==> config.mk <==
export PLATFORM = sky130hd
export DESIGN_NAME = riscv_core
export DESIGN_NICKNAME = d
export VERILOG_FILES = /design/src/verilog/riscv_ctrl_pkg.sv /design/src/verilog/riscv_isa_pkg.sv /design/src/verilog/ctrl_if.sv /design/src/verilog/alu.sv /design/src/verilog/controller.sv /design/src/verilog/datapath.sv /design/src/verilog/riscv_core.sv
export SDC_FILE = /design/constraint.sdc
export NUM_CORES = 2
export LEC_CHECK = 0
export BUFFER_PORTS_ARGS = -buffer_cell sky130_fd_sc_hd__buf_4
export CAP_MARGIN = 10
export CORE_MARGIN = 4
export CORE_UTILIZATION = 40
export DETAILED_ROUTE_END_ITERATION = 10
export PLACE_DENSITY = 0.52
export RECOVER_POWER = 100
export SLEW_MARGIN = 20
export SYNTH_ARGS = -nofsm -noshare
export SYNTH_HDL_FRONTEND = slang
export SYNTH_SLANG_ARGS = --single-unit
==> constraint.sdc <==
create_clock -name clk -period 10.7 [get_ports clk]
set_clock_uncertainty 0.1 [all_clocks]
set_input_delay 0.535 -clock clk [delete_from_list [all_inputs] [get_ports clk]]
set_output_delay 0.535 -clock clk [all_outputs]
set_load 0.03 [all_outputs]
==> src/verilog/riscv_ctrl_pkg.sv <==
package riscv_ctrl_pkg;

    typedef enum logic [3:0] {
        alu_op_add  = 4'd0,
        alu_op_sub  = 4'd1,
        alu_op_and  = 4'd2,
        alu_op_or   = 4'd3,
        alu_op_xor  = 4'd4,
        alu_op_sll  = 4'd5,
        alu_op_srl  = 4'd6,
        alu_op_sra  = 4'd7,
        alu_op_slt  = 4'd8,
        alu_op_sltu = 4'd9
    } alu_op_t;

    // second ALU operand
    typedef enum logic [1:0] {
        alu_src_reg     = 2'd0,
        alu_src_ext_imm = 2'd1
    } alu_src_t;

    // register write-back value
    typedef enum logic [1:0] {
        res_src_alu_out   = 2'd0,
        res_src_read_data = 2'd1,
        res_src_pc_plus_4 = 2'd2
    } res_src_t;

    typedef enum logic [1:0] {
        pc_src_plus_4       = 2'd0,
        pc_src_plus_off     = 2'd1,
        pc_src_reg_plus_off = 2'd2   // jalr
    } pc_src_t;

    // immediate layout within the word
    typedef enum logic [2:0] {
        imm_src_itype = 3'd0,
        imm_src_stype = 3'd1,
        imm_src_btype = 3'd2,
        imm_src_jtype = 3'd3
    } imm_src_t;

    typedef struct packed {
        logic neg;
        logic zero;
        logic cout;
        logic ovf;
    } alu_flags_t;

endpackage

==> src/verilog/riscv_isa_pkg.sv <==
package riscv_isa_pkg;

    // major opcodes handled by the core
    typedef enum logic [6:0] {
        op_load   = 7'b0000011,
        op_imm    = 7'b0010011,
        op_store  = 7'b0100011,
        op_reg    = 7'b0110011,
        op_branch = 7'b1100011,
        op_jal    = 7'b1101111,
        op_jalr   = 7'b1100111
    } opcode_t;

    // func3 for register and immediate arithmetic
    localparam logic [2:0] f3_add_sub = 3'b000;
    localparam logic [2:0] f3_sll     = 3'b001;
    localparam logic [2:0] f3_slt     = 3'b010;
    localparam logic [2:0] f3_sltu    = 3'b011;
    localparam logic [2:0] f3_xor     = 3'b100;
    localparam logic [2:0] f3_srl_sra = 3'b101;
    localparam logic [2:0] f3_or      = 3'b110;
    localparam logic [2:0] f3_and     = 3'b111;

    // func3 for conditional branches
    localparam logic [2:0] f3_beq  = 3'b000;
    localparam logic [2:0] f3_bne  = 3'b001;
    localparam logic [2:0] f3_blt  = 3'b100;
    localparam logic [2:0] f3_bge  = 3'b101;
    localparam logic [2:0] f3_bltu = 3'b110;
    localparam logic [2:0] f3_bgeu = 3'b111;

    localparam int f7_alt_bit = 5;  // picks sub / sra

    typedef struct packed {
        logic [6:0] func7;
        logic [4:0] rs2;
        logic [4:0] rs1;
        logic [2:0] func3;
        logic [4:0] rd;
        opcode_t    opcode;
    } r_format_t;

    typedef struct packed {
        logic [11:0] imm_11_0;
        logic [4:0]  rs1;
        logic [2:0]  func3;
        logic [4:0]  rd;
        opcode_t     opcode;
    } i_format_t;

    typedef struct packed {
        logic [6:0] imm_11_5;
        logic [4:0] rs2;
        logic [4:0] rs1;
        logic [2:0] func3;
        logic [4:0] imm_4_0;
        opcode_t    opcode;
    } s_format_t;

    typedef struct packed {
        logic       imm_12;
        logic [5:0] imm_10_5;
        logic [4:0] rs2;
        logic [4:0] rs1;
        logic [2:0] func3;
        logic [3:0] imm_4_1;
        logic       imm_11;
        opcode_t    opcode;
    } b_format_t;

    typedef struct packed {
        logic       imm_20;
        logic [9:0] imm_10_1;
        logic       imm_11;
        logic [7:0] imm_19_12;
        logic [4:0] rd;
        opcode_t    opcode;
    } j_format_t;

    // one instruction word, seen through each encoding
    typedef union packed {
        r_format_t r;
        i_format_t i;
        s_format_t s;
        b_format_t b;
        j_format_t j;
    } instr_t;

endpackage
==> src/verilog/ctrl_if.sv <==
`timescale 1ns/1ps

// control bundle, controller to datapath
interface ctrl_if;
    logic                    reg_we;
    logic                    mem_we;
    riscv_ctrl_pkg::alu_src_t alu_src;
    riscv_ctrl_pkg::res_src_t result_src;
    riscv_ctrl_pkg::pc_src_t  pc_src;
    riscv_ctrl_pkg::imm_src_t imm_src;
    riscv_ctrl_pkg::alu_op_t  alu_ctrl;

    modport ctrl (
        output reg_we, mem_we, alu_src, result_src, pc_src, imm_src, alu_ctrl
    );

    modport dp (
        input reg_we, mem_we, alu_src, result_src, pc_src, imm_src, alu_ctrl
    );
endinterface

==> src/verilog/alu.sv <==
`timescale 1ns/1ps

module alu (
    input  logic [31:0]                a,
    input  logic [31:0]                b,
    input  riscv_ctrl_pkg::alu_op_t    op,
    output logic [31:0]                result,
    output riscv_ctrl_pkg::alu_flags_t flags
);
    logic        sub_mode;
    logic [31:0] b_eff;
    logic [32:0] sum;
    logic        ovf;
    logic [4:0]  shamt;

    // one adder serves add, sub and both compares
    assign sub_mode = (op == riscv_ctrl_pkg::alu_op_sub) ||
                      (op == riscv_ctrl_pkg::alu_op_slt) ||
                      (op == riscv_ctrl_pkg::alu_op_sltu);
    assign b_eff    = sub_mode ? ~b : b;
    assign sum      = {1'b0, a} + {1'b0, b_eff} + {32'd0, sub_mode};

    // operands agree in sign but the sum does not
    assign ovf = (a[31] == b_eff[31]) && (sum[31] != a[31]);

    assign shamt = b[4:0];

    always_comb begin
        case (op)
            riscv_ctrl_pkg::alu_op_add,
            riscv_ctrl_pkg::alu_op_sub:  result = sum[31:0];
            riscv_ctrl_pkg::alu_op_and:  result = a & b;
            riscv_ctrl_pkg::alu_op_or:   result = a | b;
            riscv_ctrl_pkg::alu_op_xor:  result = a ^ b;
            riscv_ctrl_pkg::alu_op_sll:  result = a << shamt;
            riscv_ctrl_pkg::alu_op_srl:  result = a >> shamt;
            riscv_ctrl_pkg::alu_op_sra:  result = $unsigned($signed(a) >>> shamt);
            riscv_ctrl_pkg::alu_op_slt:  result = {31'd0, sum[31] ^ ovf};
            riscv_ctrl_pkg::alu_op_sltu: result = {31'd0, ~sum[32]};  // borrow out
            default:                     result = sum[31:0];
        endcase
    end

    assign flags.neg  = result[31];
    assign flags.zero = (result == 32'd0);
    assign flags.cout = sum[32];
    assign flags.ovf  = ovf;
endmodule

==> src/verilog/controller.sv <==
`timescale 1ns/1ps

// picks the ALU operation from opcode and function fields
module alu_dec (
    input  riscv_isa_pkg::opcode_t  op,
    input  logic [2:0]              func3,
    input  logic [6:0]              func7,
    output riscv_ctrl_pkg::alu_op_t alu_ctrl
);
    logic                    alt;
    riscv_ctrl_pkg::alu_op_t arith_op;

    // I-type only honours func7 on right shifts
    assign alt = func7[riscv_isa_pkg::f7_alt_bit] &
                 ((op == riscv_isa_pkg::op_reg) || (func3 == riscv_isa_pkg::f3_srl_sra));

    always_comb begin
        case (func3)
            riscv_isa_pkg::f3_add_sub: arith_op = alt ? riscv_ctrl_pkg::alu_op_sub
                                                      : riscv_ctrl_pkg::alu_op_add;
            riscv_isa_pkg::f3_sll:     arith_op = riscv_ctrl_pkg::alu_op_sll;
            riscv_isa_pkg::f3_slt:     arith_op = riscv_ctrl_pkg::alu_op_slt;
            riscv_isa_pkg::f3_sltu:    arith_op = riscv_ctrl_pkg::alu_op_sltu;
            riscv_isa_pkg::f3_xor:     arith_op = riscv_ctrl_pkg::alu_op_xor;
            riscv_isa_pkg::f3_srl_sra: arith_op = alt ? riscv_ctrl_pkg::alu_op_sra
                                                      : riscv_ctrl_pkg::alu_op_srl;
            riscv_isa_pkg::f3_or:      arith_op = riscv_ctrl_pkg::alu_op_or;
            default:                   arith_op = riscv_ctrl_pkg::alu_op_and;
        endcase
    end

    always_comb begin
        case (op)
            riscv_isa_pkg::op_reg,
            riscv_isa_pkg::op_imm:    alu_ctrl = arith_op;
            riscv_isa_pkg::op_branch: alu_ctrl = riscv_ctrl_pkg::alu_op_sub;  // compare
            default:                  alu_ctrl = riscv_ctrl_pkg::alu_op_add;  // addresses
        endcase
    end
endmodule

// main decoder and branch resolution
module controller (
    input  logic                       reset,
    input  riscv_isa_pkg::instr_t      instr,
    input  riscv_ctrl_pkg::alu_flags_t alu_flags,
    ctrl_if.ctrl                       ctrl
);
    logic                     reg_we_dec;
    logic                     mem_we_dec;
    riscv_ctrl_pkg::alu_src_t alu_src;
    riscv_ctrl_pkg::res_src_t result_src;
    riscv_ctrl_pkg::pc_src_t  pc_src;
    riscv_ctrl_pkg::imm_src_t imm_src;
    riscv_ctrl_pkg::pc_src_t  pc_src_branch;
    logic                     taken;
    logic                     lt_signed;
    logic                     lt_unsigned;

    alu_dec alu_dec_inst (
        .op       (instr.r.opcode),
        .func3    (instr.r.func3),
        .func7    (instr.r.func7),
        .alu_ctrl (ctrl.alu_ctrl)
    );

    // flags come from rs1 - rs2
    assign lt_signed   = alu_flags.neg ^ alu_flags.ovf;
    assign lt_unsigned = ~alu_flags.cout;  // borrow

    always_comb begin
        case (instr.b.func3)
            riscv_isa_pkg::f3_beq:  taken = alu_flags.zero;
            riscv_isa_pkg::f3_bne:  taken = ~alu_flags.zero;
            riscv_isa_pkg::f3_blt:  taken = lt_signed;
            riscv_isa_pkg::f3_bge:  taken = ~lt_signed;
            riscv_isa_pkg::f3_bltu: taken = lt_unsigned;
            riscv_isa_pkg::f3_bgeu: taken = ~lt_unsigned;
            default:                taken = 1'b0;
        endcase
    end

    assign pc_src_branch = taken ? riscv_ctrl_pkg::pc_src_plus_off
                                 : riscv_ctrl_pkg::pc_src_plus_4;

    always_comb begin
        // unknown opcode falls through as a no-op
        reg_we_dec = 1'b0;
        mem_we_dec = 1'b0;
        alu_src    = riscv_ctrl_pkg::alu_src_reg;
        result_src = riscv_ctrl_pkg::res_src_alu_out;
        pc_src     = riscv_ctrl_pkg::pc_src_plus_4;
        imm_src    = riscv_ctrl_pkg::imm_src_itype;
        case (instr.r.opcode)
            riscv_isa_pkg::op_load: begin
                reg_we_dec = 1'b1;
                alu_src    = riscv_ctrl_pkg::alu_src_ext_imm;
                result_src = riscv_ctrl_pkg::res_src_read_data;
            end
            riscv_isa_pkg::op_imm: begin
                reg_we_dec = 1'b1;
                alu_src    = riscv_ctrl_pkg::alu_src_ext_imm;
            end
            riscv_isa_pkg::op_store: begin
                mem_we_dec = 1'b1;
                alu_src    = riscv_ctrl_pkg::alu_src_ext_imm;
                imm_src    = riscv_ctrl_pkg::imm_src_stype;
            end
            riscv_isa_pkg::op_reg: reg_we_dec = 1'b1;
            riscv_isa_pkg::op_branch: begin
                pc_src  = pc_src_branch;
                imm_src = riscv_ctrl_pkg::imm_src_btype;
            end
            riscv_isa_pkg::op_jal: begin
                reg_we_dec = 1'b1;
                result_src = riscv_ctrl_pkg::res_src_pc_plus_4;
                pc_src     = riscv_ctrl_pkg::pc_src_plus_off;
                imm_src    = riscv_ctrl_pkg::imm_src_jtype;
            end
            riscv_isa_pkg::op_jalr: begin
                reg_we_dec = 1'b1;
                alu_src    = riscv_ctrl_pkg::alu_src_ext_imm;  // target via ALU
                result_src = riscv_ctrl_pkg::res_src_pc_plus_4;
                pc_src     = riscv_ctrl_pkg::pc_src_reg_plus_off;
            end
            default: ;
        endcase
    end

    // no state changes while reset is held
    assign ctrl.reg_we     = reg_we_dec & ~reset;
    assign ctrl.mem_we     = mem_we_dec & ~reset;
    assign ctrl.alu_src    = alu_src;
    assign ctrl.result_src = result_src;
    assign ctrl.pc_src     = pc_src;
    assign ctrl.imm_src    = imm_src;
endmodule

==> src/verilog/datapath.sv <==
`timescale 1ns/1ps

module datapath #(
    parameter logic [31:0] reset_addr = 32'h0
) (
    input  logic                       clk,
    input  logic                       reset,
    ctrl_if.dp                         ctrl,
    output riscv_isa_pkg::instr_t      instr,
    output riscv_ctrl_pkg::alu_flags_t alu_flags,
    output logic [31:0]                imem_addr,
    input  logic [31:0]                imem_data,
    output logic [31:0]                dmem_addr,
    output logic [31:0]                dmem_wdata,
    input  logic [31:0]                dmem_rdata
);
    logic [31:0] pc;
    logic [31:0] pc_next;
    logic [31:0] pc_plus_4;
    logic [31:0] pc_plus_off;
    logic [31:0] regs [1:31];  // x0 is not stored
    logic [31:0] rs1_val;
    logic [31:0] rs2_val;
    logic [31:0] imm_ext;
    logic [31:0] src_b;
    logic [31:0] alu_result;
    logic [31:0] result;

    assign instr     = imem_data;
    assign imem_addr = pc;

    // register reads, x0 hardwired to zero
    assign rs1_val = (instr.r.rs1 == 5'd0) ? 32'd0 : regs[instr.r.rs1];
    assign rs2_val = (instr.r.rs2 == 5'd0) ? 32'd0 : regs[instr.r.rs2];

    // sign-extended immediate, reassembled per format
    always_comb begin
        case (ctrl.imm_src)
            riscv_ctrl_pkg::imm_src_stype:
                imm_ext = {{20{instr.s.imm_11_5[6]}}, instr.s.imm_11_5, instr.s.imm_4_0};
            riscv_ctrl_pkg::imm_src_btype:
                imm_ext = {{19{instr.b.imm_12}}, instr.b.imm_12, instr.b.imm_11,
                           instr.b.imm_10_5, instr.b.imm_4_1, 1'b0};
            riscv_ctrl_pkg::imm_src_jtype:
                imm_ext = {{11{instr.j.imm_20}}, instr.j.imm_20, instr.j.imm_19_12,
                           instr.j.imm_11, instr.j.imm_10_1, 1'b0};
            default:
                imm_ext = {{20{instr.i.imm_11_0[11]}}, instr.i.imm_11_0};
        endcase
    end

    assign src_b = (ctrl.alu_src == riscv_ctrl_pkg::alu_src_ext_imm) ? imm_ext : rs2_val;

    alu alu_inst (
        .a      (rs1_val),
        .b      (src_b),
        .op     (ctrl.alu_ctrl),
        .result (alu_result),
        .flags  (alu_flags)
    );

    assign dmem_addr  = alu_result;
    assign dmem_wdata = rs2_val;

    assign pc_plus_4   = pc + 32'd4;
    assign pc_plus_off = pc + imm_ext;

    always_comb begin
        case (ctrl.result_src)
            riscv_ctrl_pkg::res_src_read_data: result = dmem_rdata;
            riscv_ctrl_pkg::res_src_pc_plus_4: result = pc_plus_4;  // link
            default:                           result = alu_result;
        endcase
    end

    always_comb begin
        case (ctrl.pc_src)
            riscv_ctrl_pkg::pc_src_plus_off:     pc_next = pc_plus_off;
            riscv_ctrl_pkg::pc_src_reg_plus_off: pc_next = {alu_result[31:1], 1'b0};
            default:                             pc_next = pc_plus_4;
        endcase
    end

    always_ff @(posedge clk) begin
        if (reset) begin
            pc <= reset_addr;
        end else begin
            pc <= pc_next;
        end
    end

    always_ff @(posedge clk) begin
        if (reset) begin
            for (int k = 1; k < 32; k++) begin
                regs[k] <= 32'd0;
            end
        end else if (ctrl.reg_we && (instr.r.rd != 5'd0)) begin
            regs[instr.r.rd] <= result;  // writes to x0 dropped
        end
    end
endmodule

==> src/verilog/riscv_core.sv <==
`timescale 1ns/1ps

module riscv_core #(
    parameter logic [31:0] reset_addr = 32'h0
) (
    input  logic        clk,
    input  logic        reset,
    output logic [31:0] imem_addr,
    input  logic [31:0] imem_data,
    output logic [31:0] dmem_addr,
    output logic [31:0] dmem_wdata,
    output logic        dmem_we,
    input  logic [31:0] dmem_rdata
);
    riscv_isa_pkg::instr_t      instr;
    riscv_ctrl_pkg::alu_flags_t alu_flags;

    ctrl_if ctrl_bus ();

    controller controller_inst (
        .reset     (reset),
        .instr     (instr),
        .alu_flags (alu_flags),
        .ctrl      (ctrl_bus.ctrl)
    );

    datapath #(
        .reset_addr (reset_addr)
    ) datapath_inst (
        .clk        (clk),
        .reset      (reset),
        .ctrl       (ctrl_bus.dp),
        .instr      (instr),
        .alu_flags  (alu_flags),
        .imem_addr  (imem_addr),
        .imem_data  (imem_data),
        .dmem_addr  (dmem_addr),
        .dmem_wdata (dmem_wdata),
        .dmem_rdata (dmem_rdata)
    );

    assign dmem_we = ctrl_bus.mem_we;  // already held low in reset
endmodule

==> out/qor_table.md <==
| Quantity | Reported |
|---|---|
| Run status | finished, violations left |
| Violated checks | capacitance limit, slew limit |
| Synthesized-area fraction occupied by and/or/nand/nor cells | 0.1266 |
| Hold Path Cell Cnt | 2 |
| Tightest Hold Check Type | primary input to register |
| Number of resized instances in the post-cts repair step | 0 |
| Site row count | 148 |
| Post-synth top area share | 0.4659 |
| Maximum number of pins on one net before global-route repair | 95 |
| Largest cells by area after synthesis | sky130_fd_sc_hd__edfxtp_1 47%, sky130_fd_sc_hd__mux4_2 15%, sky130_fd_sc_hd__nor2_1 7.1%, sky130_fd_sc_hd__mux2i_1 5.3%, sky130_fd_sc_hd__ha_1 2.5% |
| Synth Area in XOR/XNOR | 0.01433 |
| Start point of the worst hold path | reset |
| Final count of pins violating max slew | 1740 |
| Flip-flop and latch count after synthesis | 1056 |
| Most area-hungry cell type in the Yosys netlist | sky130_fd_sc_hd__edfxtp_1 |
| Clock latency reported for the late side of the worst-skew pair | 0.77 ns |
| Maximum fanout along the worst path | 76 |
| Via count of the routed design | 53110 |
| Required time of the worst setup path | 11.27 ns |
| Initial antenna violation count | 17 |
| Arrival @ worst endpoint | 10.64 ns |
| Layout Nets | 5800 |
| Peak VDD IR | 0.0001354 V |
| Classification of the worst setup path | primary input to register |
| Final antenna-violating net count | 0 |
| Reg2Reg Depth | 30 |
| Total length of routed wires | 304.9 mm |
| DRC violation count after routing | 0 |
| Number of buffers created by CTS | 114 |
| Sequential-to-total area share from yosys stat | 0.4756 |
| Final weighted congestion in routability-driven placement | 1.009 |
| Sink count of the clock tree | 1056 |
| Register-to-register setup slack | 1.31 ns |
| Final total power | 12.73 mW |
| X dimension of the die | 414.2 µm |
| Number of flops mapped to enable cells by yosys | 1024 |
| Commonest register cell after synthesis | sky130_fd_sc_hd__edfxtp_1 |
| Endpoint class of the critical path | register |
| Top-level port count | 163 |
| Height of the die | 414.2 µm |
| Length of routed met3 wiring | 35.43 mm |
| Adder and majority cell fraction of the synthesized area | 0.02563 |
| Reg-to-reg critical path endpoint | datapath_inst.imem_addr[27] |
| Root Buffer | sky130_fd_sc_hd__clkbuf_16 |
| Max frequency | 0.09934 GHz |
| Transition time at the pin with the least slew margin | 4.173 ns |
| Global-route wire length before repair | 418.4 mm |
| Biggest cell delay along the critical path | 1.00 ns |
| Uppermost routed layer | met5 |
| Period utilization | 0.9408 |
| Complex-gate fraction of the synthesized area | 0.09166 |
| Final number of setup-violating endpoints | 0 |
| Worst hold slack | 0.2347 ns |
| Routed wire per std cell | 38.71 µm |
| Cell count after synthesis | 5596 |
| Warnings, synthesis | 0 |
| Internal power | 8.019 mW |
| Power share of the combinational group | 0.300 |
| Cell at the slowest stage of the critical path | sky130_fd_sc_hd__ha_1 |
| HPWL after DPL | 192.7 mm |
| Number of distinct library cell variants in the gate-level netlist after synthesis | 118 |
| Port bufs | 162 |
| Async set-or-reset flop fraction in the synthesized netlist | 0 |
| Starting Density | 0.4041 |
| Portion of netlist area occupied by mux cells | 0.2218 |
| Final cell utilization of the core | 0.4455 |
| Max-cap violations | 65 |
| M1 wire length | 118.0 mm |
| Overall Global Routing Usage | 0.3448 |
| Startpoint types | primary input |
| Post-layout min period | 10.07 ns |
| CTS H-Tree Depth | 3 |
| CTS hold repair buffers | 0 |
| DRC violation total after the first TritonRoute iteration | 8500 |
| Worst relative slew slack | -1.782 |
| Die Outline Area | 171600 µm² |
| Combinational family with the most area after synthesis | multiplexers |
| Via count of the first global-routing pass | 50920 |
| Maximum clock path buffer count | 3 |
| R2R Path Start | datapath_inst.regs[18][7] |
| Sequential share of power | 0.379 |
| Part of the total power dissipated in the clock network | 0.321 |
| Area of the core | 163300 µm² |
| TritonCTS clock tree | built |
| Pre-antenna DRT Iters | 6 |
| Share of final-layout standard cells stronger than drive strength 1 | 0.1777 |
| Total Neg Setup Slack | 0 ns |
| Leakage Power | 27.36 nW |
| Overflow left after global routing | 0 |
| Number of hold violations in the final report | 0 |
| Via count normalized by instance count | 6.741 |
| Area added between synthesis and finish | 10.26% |
| Area of the mapped netlist | 66000 µm² |
| Switching Fraction | 0.3702 |
| Setup repair after global routing missed its margin | no |
| Met2 routed WL | 134.0 mm |
| Average cell area after synthesis | 11.79 µm² |
| P per Cell Area | 175.0 nW/µm² |
| Setup fix buffers added after clock tree synthesis | 0 |
| Post-CTS clock slew at the launch and capture registers of the worst setup and hold paths | 0.07 ns |
| Net Sw Power | 4.714 mW |
| Worst Hold End | datapath_inst.imem_addr[1] |
## power by group through the flow
stage | registers (mW) | clock network, mW | logic, mW
final | 4.82 | 4.08 | 3.82
after detailed placement | 4.90 | 0 | 3.88
after floorplan | 4.86 | 0 | 2.25
after global placement | 4.89 | 0 | 3.88
after CTS | 4.81 | 4.10 | 3.88
after global routing | 4.84 | 4.27 | 3.93
## metal layers
layer  global-route usage  vias up
met5                    0        -
met4               0.1596        8
met3              0.07842      813
met2               0.5201     3796
met1               0.4744    27280
li1                     -    21210
## metrics by stage
| step | std cells | area (µm²) | worst slack, ns |
|---|---|---|---|
| detailed placement | 7654 | 69860 | 0.6018 |
| floorplan | 5627 | 66110 | 1.364 |
| CTS | 7865 | 73600 | 1.392 |
| finish | 7878 | 72770 | 0.6339 |
| global route | 7872 | 72750 | 0.4619 |
| global placement | 7654 | 69860 | 0.5668 |
## synthesized netlist by cell type, types with 16 or more instances
library cell	instances
sky130_fd_sc_hd__a221oi_1	54
sky130_fd_sc_hd__a211o_1	37
sky130_fd_sc_hd__nor4_1	40
sky130_fd_sc_hd__dfxtp_1	32
sky130_fd_sc_hd__nor2_1	1246
sky130_fd_sc_hd__o21a_1	16
sky130_fd_sc_hd__mux2i_1	352
sky130_fd_sc_hd__nor3_1	72
sky130_fd_sc_hd__buf_4	18
sky130_fd_sc_hd__a31oi_1	26
sky130_fd_sc_hd__nor2b_1	25
sky130_fd_sc_hd__a211oi_1	61
sky130_fd_sc_hd__o21ai_0	96
sky130_fd_sc_hd__nand2b_1	49
sky130_fd_sc_hd__buf_2	66
sky130_fd_sc_hd__nand3_1	58
sky130_fd_sc_hd__mux4_2	452
sky130_fd_sc_hd__edfxtp_1	1024
sky130_fd_sc_hd__and3_1	21
sky130_fd_sc_hd__o211ai_1	21
sky130_fd_sc_hd__nand2_1	259
sky130_fd_sc_hd__and2_1	48
sky130_fd_sc_hd__xor2_1	23
sky130_fd_sc_hd__o22ai_1	93
sky130_fd_sc_hd__ha_1	132
sky130_fd_sc_hd__a21oi_1	149
sky130_fd_sc_hd__buf_6	20
sky130_fd_sc_hd__buf_1	42
sky130_fd_sc_hd__mux2_2	40
sky130_fd_sc_hd__clkbuf_1	361
sky130_fd_sc_hd__a221o_1	17
sky130_fd_sc_hd__a22oi_1	73
sky130_fd_sc_hd__or3_1	32
sky130_fd_sc_hd__a21o_1	47
sky130_fd_sc_hd__inv_2	17
sky130_fd_sc_hd__xnor2_1	85
sky130_fd_sc_hd__inv_1	108
## registers in the layout (all words and copies together), names as in the netlist
register,flops
datapath_inst.imem_addr,32
datapath_inst.regs,1024
## how the worst max path moves through the flow
stage                   from                          end  slack (ns)  cells after the start
5_1_grt        imem_data[21]  datapath_inst.imem_addr[25]        0.46                     32
2_1_floorplan  imem_data[20]  datapath_inst.imem_addr[24]        1.36                     35
6_report       imem_data[21]  datapath_inst.imem_addr[27]        0.63                     32
3_3_place_gp   imem_data[20]   datapath_inst.imem_addr[3]        0.57                     28
3_5_place_dp   imem_data[20]  datapath_inst.imem_addr[26]        0.60                     27
4_1_cts        imem_data[20]  datapath_inst.imem_addr[26]        1.39                     27
## final cells by class
type                            count  area, µm²
Multi-Input combinational cell   3919      32070
Clock buffer                      136       2999
Fill cell                       15290      90560
Clock inverter                     75      744.5
Inverter                          131      493.0
Sequential cell                  1056      31390
Timing Repair Buffer              378       2327
Antenna cell                        8      20.02
Tap cell                         2175       2721
## layout by cell type, fill, tap and decap left out, drive strengths merged, types with 11 or more instances in the layout
cell / instances
a211o: 37
a211oi: 64
a21o: 47
a21oi: 154
a221o: 17
a221oi: 59
a22oi: 75
a31oi: 27
and2: 53
and3: 21
and4: 11
buf: 212
bufinv: 14
clkbuf: 302
clkinv: 56
conb: 32
dfxtp: 32
edfxtp: 1024
ha: 132
inv: 132
mux2: 49
mux2i: 357
mux4: 463
nand2: 259
nand2b: 49
nand3: 58
nor2: 1248
nor2b: 25
nor3: 73
nor4: 51
o211ai: 22
o21a: 16
o21ai: 106
o221ai: 14
o22ai: 93
o31ai: 13
or3: 33
xnor2: 85
xor2: 23
## logic make-up (layout without fill, tap and decap cells)
family	after synthesis	after routing
AO/OA/AOI/OAI	844	844
XOR/XNOR	108	108
adder cells (fa/ha/maj)	134	134
buffers and inverters	652	720
flip-flops	1056	1056
multiplexers	869	869
other	1	40
AND/OR/NAND/NOR	1932	1932
## critical path: cells and delay by family
kind	cells	cell delay [ns]
AO/OA/AOI/OAI	10	2.95
multiplexers	3	1.46
buffers and inverters	4	1.88
AND/OR/NAND/NOR	10	1.86
XOR/XNOR	3	0.44
adder cells (fa/ha/maj)	2	1.37
Power figures use the tool's default switching activity.
